**src/bringup_params.svh**
```systemverilog
// bring-up monitor constants for pin count, default timing, line characters and shifter direction
`ifndef BRINGUP_PARAMS_SVH
`define BRINGUP_PARAMS_SVH

// pin bank
`define BU_NUM_PINS         8

// timing defaults at 12 MHz
`define BU_CLOCKS_PER_BAUD  104      // 115200 baud
`define BU_WINDOW_CLOCKS    12000    // 1 ms decay window
`define BU_SCAN_CLOCKS      1200000  // 10 lines per second
`define BU_DRIVE_CLOCKS     6000     // 1 kHz square wave on the driver pin

// characters of one report line
`define BU_CHAR_LOW         8'h30    // '0'
`define BU_CHAR_HIGH        8'h31    // '1'
`define BU_CHAR_TOGGLE      8'h54    // 'T'
`define BU_CHAR_EOL         8'h0A    // line feed

// shifter direction level that makes the board side an input
`define BU_LVL_DIR_INPUT    1'b1

`endif

```
**src/bringup_pkg.sv**
```systemverilog
// bring-up monitor types for pin activity classes and the scanner FSM
package bringup_pkg;

	// activity seen on one pin over a decay window
	typedef enum logic [1:0] {
		PIN_LOW      = 2'd0,  // only low, or nothing seen yet
		PIN_HIGH     = 2'd1,  // only high
		PIN_TOGGLING = 2'd2   // both levels within the window
	} pin_class_e;

	// line scanner FSM
	typedef enum logic [1:0] {
		SCAN_IDLE = 2'd0,  // waiting for a scan strobe
		SCAN_SEND = 2'd1,  // waiting for the uart to go idle
		SCAN_WAIT = 2'd2   // one cycle until busy reflects the write
	} scan_state_e;

endpackage

```
**src/bringup_timebase.sv**
```systemverilog
// bring-up timebase producing the window strobe, the scan strobe and the driver square wave
`timescale 1ns/100ps
`include "bringup_params.svh"

module bringup_timebase #(
	parameter int WINDOW_CLOCKS = `BU_WINDOW_CLOCKS,
	parameter int SCAN_CLOCKS   = `BU_SCAN_CLOCKS,
	parameter int DRIVE_CLOCKS  = `BU_DRIVE_CLOCKS
) (
	input  logic clock,
	input  logic rst_n_i,
	output logic window_o,  // one cycle per decay window
	output logic scan_o,    // one cycle per scan period
	output logic drive_o    // test driver pin
);

	localparam int NUM_DIV   = 3;
	localparam int DIV_WIN   = 0;
	localparam int DIV_SCAN  = 1;
	localparam int DIV_DRIVE = 2;
	localparam int PERIODS [NUM_DIV] = '{WINDOW_CLOCKS, SCAN_CLOCKS, DRIVE_CLOCKS};

	logic [NUM_DIV-1:0] tick;

	// one free-running divider per period
	for (genvar g = 0; g < NUM_DIV; g++) begin : g_div
		localparam int CNT_W = $clog2(PERIODS[g] + 1);
		localparam logic [CNT_W-1:0] LAST = CNT_W'(PERIODS[g] - 1);

		logic [CNT_W-1:0] cnt;
		logic             tick_q;

		always_ff @(posedge clock or negedge rst_n_i) begin
			if (!rst_n_i) begin
				cnt <= '0;
				tick_q <= 1'b0;
			end else if (cnt == LAST) begin
				cnt <= '0;
				tick_q <= 1'b1;  // first tick a full period after reset
			end else begin
				cnt <= cnt + 1'b1;
				tick_q <= 1'b0;
			end
		end

		assign tick[g] = tick_q;
	end

	always_ff @(posedge clock or negedge rst_n_i) begin
		if (!rst_n_i)
			drive_o <= 1'b0;
		else if (tick[DIV_DRIVE])
			drive_o <= ~drive_o;  // half period per tick
	end

	assign window_o = tick[DIV_WIN];
	assign scan_o = tick[DIV_SCAN];

endmodule

```
**src/bringup_top.sv**
```systemverilog
// level-shifter bring-up monitor top, reports pin activity as one text line per scan
`timescale 1ns/100ps
`include "bringup_params.svh"

module bringup_top import bringup_pkg::*; #(
	parameter int CLOCKS_PER_BAUD = `BU_CLOCKS_PER_BAUD,
	parameter int WINDOW_CLOCKS   = `BU_WINDOW_CLOCKS,
	parameter int SCAN_CLOCKS     = `BU_SCAN_CLOCKS,
	parameter int DRIVE_CLOCKS    = `BU_DRIVE_CLOCKS
) (
	input  logic                    clock,
	input  logic                    rst_n_i,
	input  logic [`BU_NUM_PINS-1:0] pins_i,      // monitored shifter outputs
	output logic                    drive_o,     // square wave test driver
	output logic                    uart_tx_o,
	output logic [3:0]              lvl_dir_o,   // one per shifter bank
	output logic                    lvl_oe_n_o
);

	logic       window;
	logic       scan;
	logic       uart_write;
	logic [7:0] uart_data;
	logic       uart_busy;
	pin_class_e pin_class [`BU_NUM_PINS];

	bringup_timebase #(
		.WINDOW_CLOCKS(WINDOW_CLOCKS),
		.SCAN_CLOCKS(SCAN_CLOCKS),
		.DRIVE_CLOCKS(DRIVE_CLOCKS)
	) i_timebase (
		.clock(clock),
		.rst_n_i(rst_n_i),
		.window_o(window),
		.scan_o(scan),
		.drive_o(drive_o)
	);

	for (genvar i = 0; i < `BU_NUM_PINS; i++) begin : g_sensor
		pin_sensor i_sensor (
			.clock(clock),
			.rst_n_i(rst_n_i),
			.pin_i(pins_i[i]),
			.window_i(window),
			.class_o(pin_class[i])
		);
	end

	pin_scanner #(
		.NUM_PINS(`BU_NUM_PINS)
	) i_scanner (
		.clock(clock),
		.rst_n_i(rst_n_i),
		.scan_i(scan),
		.class_i(pin_class),
		.busy_i(uart_busy),
		.write_o(uart_write),
		.data_o(uart_data)
	);

	uart_tx #(
		.CLOCKS_PER_BAUD(CLOCKS_PER_BAUD)
	) i_uart (
		.clock(clock),
		.rst_n_i(rst_n_i),
		.write_i(uart_write),
		.data_i(uart_data),
		.busy_o(uart_busy),
		.tx_o(uart_tx_o)
	);

	// every shifter bank faces the board as an input
	assign lvl_dir_o = {4{`BU_LVL_DIR_INPUT}};
	assign lvl_oe_n_o = 1'b0;  // outputs enabled

endmodule

```
**src/pin_scanner.sv**
```systemverilog
// line scanner, snapshots every pin class and feeds one character per pin to the uart
`timescale 1ns/100ps
`include "bringup_params.svh"

module pin_scanner import bringup_pkg::*; #(
	parameter int NUM_PINS = `BU_NUM_PINS
) (
	input  logic       clock,
	input  logic       rst_n_i,
	input  logic       scan_i,              // periodic scan strobe
	input  pin_class_e class_i [NUM_PINS],  // live classes from the sensors
	input  logic       busy_i,              // uart still shifting
	output logic       write_o,
	output logic [7:0] data_o
);

	localparam int IDX_W = $clog2(NUM_PINS + 1);
	localparam int PIN_W = (NUM_PINS > 1) ? $clog2(NUM_PINS) : 1;
	localparam logic [IDX_W-1:0] EOL_IDX = IDX_W'(NUM_PINS);

	scan_state_e      state;
	logic [IDX_W-1:0] idx;        // character position in the line
	pin_class_e       snap [NUM_PINS];
	logic [7:0]       next_char;
	logic             start;
	logic             send;

	assign start = (state == SCAN_IDLE) && scan_i;
	assign send = (state == SCAN_SEND) && !busy_i;

	// class to character, line feed after the last pin
	always_comb begin
		next_char = `BU_CHAR_EOL;
		if (idx != EOL_IDX) begin
			case (snap[idx[PIN_W-1:0]])
				PIN_HIGH:     next_char = `BU_CHAR_HIGH;
				PIN_TOGGLING: next_char = `BU_CHAR_TOGGLE;
				default:      next_char = `BU_CHAR_LOW;
			endcase
		end
	end

	always_ff @(posedge clock or negedge rst_n_i) begin
		if (!rst_n_i) begin
			state <= SCAN_IDLE;
			idx <= '0;
			write_o <= 1'b0;
		end else begin
			write_o <= 1'b0;  // single-cycle write strobe
			case (state)
				SCAN_IDLE: begin
					idx <= '0;
					if (start)
						state <= SCAN_SEND;
				end
				SCAN_SEND: begin
					if (send) begin
						write_o <= 1'b1;
						state <= SCAN_WAIT;
					end
				end
				SCAN_WAIT: begin
					// busy from the uart shows up one cycle after the write
					if (idx == EOL_IDX) begin
						state <= SCAN_IDLE;
					end else begin
						idx <= idx + 1'b1;
						state <= SCAN_SEND;
					end
				end
				default: state <= SCAN_IDLE;
			endcase
		end
	end

	always_ff @(posedge clock) begin
		if (start)
			snap <= class_i;  // whole line from one instant
		if (send)
			data_o <= next_char;
	end

endmodule

```
**src/pin_sensor.sv**
```systemverilog
// pin activity sensor, synchronizes one pin and classifies it once per decay window
`timescale 1ns/100ps

module pin_sensor import bringup_pkg::*; (
	input  logic       clock,
	input  logic       rst_n_i,
	input  logic       pin_i,     // asynchronous board pin
	input  logic       window_i,  // end of decay window
	output pin_class_e class_o
);

	logic [1:0] sync_q;
	logic       pin_s;
	logic       seen_high;
	logic       seen_low;
	logic       any_high;
	logic       any_low;

	always_ff @(posedge clock or negedge rst_n_i) begin
		if (!rst_n_i)
			sync_q <= 2'b00;
		else
			sync_q <= {sync_q[0], pin_i};  // 2-flop synchronizer
	end

	assign pin_s = sync_q[1];

	// include the current sample so the strobe cycle is not lost
	assign any_high = seen_high | pin_s;
	assign any_low = seen_low | ~pin_s;

	always_ff @(posedge clock or negedge rst_n_i) begin
		if (!rst_n_i) begin
			seen_high <= 1'b0;
			seen_low <= 1'b0;
			class_o <= PIN_LOW;
		end else if (window_i) begin
			seen_high <= 1'b0;  // start a fresh window
			seen_low <= 1'b0;
			if (any_high && any_low)
				class_o <= PIN_TOGGLING;
			else if (any_high)
				class_o <= PIN_HIGH;
			else
				class_o <= PIN_LOW;
		end else begin
			seen_high <= any_high;
			seen_low <= any_low;
		end
	end

endmodule

```
**src/uart_tx.sv**
```systemverilog
// 8N1 uart transmitter with a write strobe and busy flag
`timescale 1ns/100ps
`include "bringup_params.svh"

module uart_tx #(
	parameter int CLOCKS_PER_BAUD = `BU_CLOCKS_PER_BAUD
) (
	input  logic       clock,
	input  logic       rst_n_i,
	input  logic       write_i,  // taken only while not busy
	input  logic [7:0] data_i,
	output logic       busy_o,
	output logic       tx_o      // serial line, idles high
);

	localparam int BAUD_W = $clog2(CLOCKS_PER_BAUD + 1);
	localparam logic [BAUD_W-1:0] BAUD_LAST = BAUD_W'(CLOCKS_PER_BAUD - 1);
	localparam logic [3:0] STOP_BIT = 4'd9;  // start, 8 data, stop

	logic [BAUD_W-1:0] baud_cnt;
	logic [3:0]        bit_cnt;
	logic [8:0]        shreg;     // data bits then stop bit
	logic              accept;
	logic              bit_end;

	assign accept = write_i && !busy_o;
	assign bit_end = busy_o && (baud_cnt == BAUD_LAST);

	always_ff @(posedge clock or negedge rst_n_i) begin
		if (!rst_n_i) begin
			busy_o <= 1'b0;
			tx_o <= 1'b1;
			baud_cnt <= '0;
			bit_cnt <= '0;
		end else if (accept) begin
			busy_o <= 1'b1;
			tx_o <= 1'b0;  // start bit
			baud_cnt <= '0;
			bit_cnt <= '0;
		end else if (bit_end) begin
			baud_cnt <= '0;
			if (bit_cnt == STOP_BIT) begin
				busy_o <= 1'b0;  // stop bit fully sent
			end else begin
				tx_o <= shreg[0];
				bit_cnt <= bit_cnt + 1'b1;
			end
		end else if (busy_o) begin
			baud_cnt <= baud_cnt + 1'b1;
		end
	end

	always_ff @(posedge clock) begin
		if (accept)
			shreg <= {1'b1, data_i};
		else if (bit_end)
			shreg <= {1'b1, shreg[8:1]};  // lsb first
	end

endmodule
```
**config.mk**
```make
export PLATFORM = sky130hd
export DESIGN_NAME = bringup_top
export DESIGN_NICKNAME = d
export VERILOG_FILES = /design/src/bringup_pkg.sv /design/src/bringup_timebase.sv /design/src/bringup_top.sv /design/src/pin_scanner.sv /design/src/pin_sensor.sv /design/src/uart_tx.sv
export VERILOG_INCLUDE_DIRS = /design/src
export SDC_FILE = /design/constraint.sdc
export NUM_CORES = 1
export LEC_CHECK = 0
export ABC_CLOCK_PERIOD_IN_PS = 2400
export BUFFER_PORTS_ARGS = -buffer_cell sky130_fd_sc_hd__buf_4
export CORE_MARGIN = 1.5
export CORE_UTILIZATION = 56
export CTS_CLUSTER_SIZE = 30
export DETAILED_ROUTE_END_ITERATION = 6
export PLACE_DENSITY = 0.77
export SETUP_SLACK_MARGIN = 0.02
export SLEW_MARGIN = 20
export SYNTH_ARGS = -nofsm -noshare
export SYNTH_HDL_FRONTEND = slang
export SYNTH_SLANG_ARGS = --single-unit
```
**constraint.sdc**
```tcl
create_clock -name clock -period 2.4 [get_ports clock]
set_input_delay 0 -clock clock [delete_from_list [all_inputs] [get_ports clock]]
set_output_delay 0 -clock clock [all_outputs]
set_load 0.05 [all_outputs]
```
==> impl_metrics.yaml <==
synth:
  post_synth_inst_count: 524
  postSynthAreaPerCell_sq_um: 11.8
  sequential_share_of_the_synthesized_area: 0.626
  yosys.area.top_type_share: 0.481
  synth_commonest_cells: "sky130_fd_sc_hd__dfrtp_1, sky130_fd_sc_hd__nor2_1, sky130_fd_sc_hd__nand2_1"
  synth_cell_type_count: 48
  yosysMostFrequentCell: "sky130_fd_sc_hd__dfrtp_1"
  synthFlopType: "sky130_fd_sc_hd__dfrtp_1"
  synth-async-reset-ratio: 0.805
  synth_largest_area_cell: "sky130_fd_sc_hd__dfrtp_1"
  yosysWarnings: 0
  yosys-top-cells-area: "sky130_fd_sc_hd__dfrtp_1, sky130_fd_sc_hd__edfxtp_1, sky130_fd_sc_hd__nor2_1"
  synth_seq_cells: 149
  mappedNetlistArea_sq_mm: 0.00619
  synth_enable_flop_cells: 29
clock_tree:
  ctsLongestPathBuffers: 2
  cts_setup_buffers: 0
  root_buffer: "sky130_fd_sc_hd__clkbuf_8"
  number_of_resized_instances_in_the_post_cts_repair_step: 0
  ctsHoldBuffers: 11
  cts.sinks: 149
  ctsHtreeMaxLevel: 4
  clock_insertion_delay_worst_skew_ns: 0.52
  numCtsBuffers: 17
  tritoncts: "done"
  cts.clk_slew.worst_paths_ns: 0.07
sta:
  max_freq_mhz: 545
  endpoints_failing_setup: 0
  finalHoldViolations: 0
  post-route-period-util: 0.765
  slew_viol_final: 0
  timing.final.crit_period_ns: 1.84
  finalClockSkew_ns: 0.00884
  setup-tns-final_ns: 0
  grt_setup_unrepaired: "false"
  finalHoldWorstSlack_ns: 0.130
critical_path:
  timing.critical_path.slowest_stage_cell: "sky130_fd_sc_hd__or4_4"
  endpoint_kind: "flop"
  combined_buffer_and_inverter_count_along_the_critical_path: 0
  timing.critical_path.cells: "ha_1, nand4_1, or4_4, nor3_1, nor3b_2"
  cp.required_ns: 2.79
  path_max_fanout: 5
  crit_path_dat_ns: 2.22
  crit_type: "flop to flop"
  critical_path.max_stage_delay_ns: 0.50
  cell_family_with_the_largest_share_of_critical_path_delay: "simple AND/OR/NAND/NOR gates"
  timing.critical_path.from_type: "flop"
run:
  drv_cap: 0
power_and_ir_drop:
  p_leak_nw: 3.05
  cellPowerDensity_mw_per_mm2: 742
  maximum_vdd_drop_uv: 442
layout:
  antenna-diode-count: 0
  ff_latch_area_sq_mm: 0.00387
  layout.cells.non_filler: 706
  num-fill-cells: 767
  layout-drive-gt1-share: 0.125
  num-nets-final: 571
  syn2layout_area_growth_pct: 15.5
  finalInstanceArea_sq_mm: 0.00715
  multiInputGateArea_sq_mm: 0.00217
routing:
  dr_total_vias: 3845
  vias_per_cell: 5.45
  number_of_drc_violations_after_detailed_routing: 0
  drt-wirelength-per-cell_um: 14.7
  drt_iter0_markers: 186
  final_antenna_net_count: 0
  totalWireLength_um: 10400
  drt-pass1-iter-count: 4
floorplanning:
  ios: 17
  fp.coreArea_sq_mm: 0.0108
  chipWidth_um: 108
  die-area_sq_mm: 0.0117
  start_util: 0.574
  std_cell_rows: 38
  floorplan.die.height_um: 108
place:
  placedCellCount: 663
  dp.final_hpwl_um: 6430
  port_buffers: 11
  finalWeightedCongestion: 0.857
  detailed_place.area_sq_mm: 0.00644
grt:
  grt_pass1_wl_um: 18100
  antenna_found_initial: 0
  grt_overflow_total: 0
  maximum_number_of_pins_on_one_net_before_global_route_repair: 63
  grt_pass1_vias: 3827
  gr-usage-all-layers: 0.201
status:
  outcome: "completed"
min_path:
  min-delay-path-class: "primary input to flop"
## per-stage QoR
| step | power [W] | utilization | worst slack [ns] |
|---|---|---|---|
| global route | 0.00547 | 0.662 | 0.402 |
| CTS | 0.00535 | 0.662 | 0.590 |
| detailed placement | 0.00272 | 0.596 | 0.593 |
| global placement | 0.00272 | 0.596 | 0.683 |
| floorplan | 0.00267 | - | 0.147 |
| finish | 0.00530 | 0.662 | 0.564 |
## sequential cells by signal, indices dropped and copies added, names as in the netlist
register / flops
i_scanner.write_o: 1
i_timebase.scan_o: 1
g_sensor.i_sensor.seen_high: 8
i_scanner.state: 2
g_sensor.i_sensor.class_o: 16
i_timebase.g_div.tick_q: 1
i_scanner.data_o: 5
g_sensor.i_sensor.seen_low: 8
i_uart.baud_cnt: 7
i_uart.bit_cnt: 4
i_timebase.g_div.cnt: 48
g_sensor.i_sensor.sync_q: 16
i_scanner.snap: 16
i_timebase.window_o: 1
i_uart.busy_o: 1
i_uart.tx_o: 1
i_scanner.idx: 4
i_uart.shreg: 8
i_timebase.drive_o: 1
## layer usage
| layer | vias to the layer above | track usage | part of all wire |
|---|---|---|---|
| li1 | 1856 | - | - |
| met1 | 1903 | 0.262 | 0.46 |
| met2 | 73 | 0.329 | 0.50 |
| met3 | 13 | 0.0476 | 0.028 |
| met4 | 0 | 0.0789 | 0.011 |
| met5 | - | 0 | 0 |
## cell usage in the layout, fill, tap and decap left out, drive strengths merged, types with 2 or more instances in the layout
cell	Yosys	routed
nand3	26	26
nand2	45	45
or3	2	2
buf	10	20
a21oi	14	14
inv	12	22
and3	6	6
xor2	22	22
ha	8	8
o21ai	9	9
nor3	12	12
nor4	6	6
or4	2	2
nor2	79	79
and2	2	2
mux2	9	9
dfrtp	119	119
clkbuf	14	20
xnor2	22	22
conb	2	5
nand3b	3	3
and4	5	5
mux2i	10	10
o2111ai	2	2
nand4	13	13
mux4	4	4
dlygate4sd3	0	11
a22o	5	5
nor4b	4	4
edfxtp	29	29
nor3b	6	6
nor2b	13	13
clkinv	0	2
## final cells by class
| class | count | area share |
|---|---|---|
| clock buffer | 20 | 0.0684 |
| clock inverter | 12 | 0.0158 |
| inverter | 12 | 0.00630 |
| multi-input combinational | 342 | 0.303 |
| sequential | 149 | 0.542 |
| tap | 140 | 0.0245 |
| timing repair buffer | 31 | 0.0399 |
## cells by family (layout without fill, tap and decap cells)
family,Yosys count,in the layout,synth area share
simple gates,228,228,0.187
flops,149,149,0.626
xor+xnor,44,44,0.0622
buf+inv,36,75,0.0269
compound gates,34,34,0.0336
mux,23,23,0.0471
fa+ha+maj,8,8,0.0162
other cells,2,5,0.00121
## where the power goes
group | total (W) | leakage [nW] | switching [W] | internal, W
registers | 0.00259 | 1.72 | 0.00000859 | 0.00258
logic | 0.0000900 | 1.04 | 0.0000607 | 0.0000293
clock network | 0.00262 | 0.301 | 0.00111 | 0.00151
## path summary, 6_finish.rpt
kind | to | slack, ns | start | depth (start not counted)
setup / recovery | i_timebase.g_div[1].cnt[20] | 0.56 | i_timebase.g_div[1].cnt[0] | 5
hold / removal | g_sensor[7].i_sensor.sync_q[0] | 0.13 | pins_i[7] | 2
setup reg to reg | i_timebase.g_div[1].cnt[20] | 0.56 | i_timebase.g_div[1].cnt[0] | 5
hold reg to reg | g_sensor[5].i_sensor.sync_q[1] | 0.35 | g_sensor[5].i_sensor.sync_q[0] | 0
max in group asynchronous | g_sensor[0].i_sensor.sync_q[1] | 0.71 | rst_n_i | 4
min in group asynchronous | i_scanner.idx[1] | 0.50 | rst_n_i | 3
(Power assumes the default switching activity.)
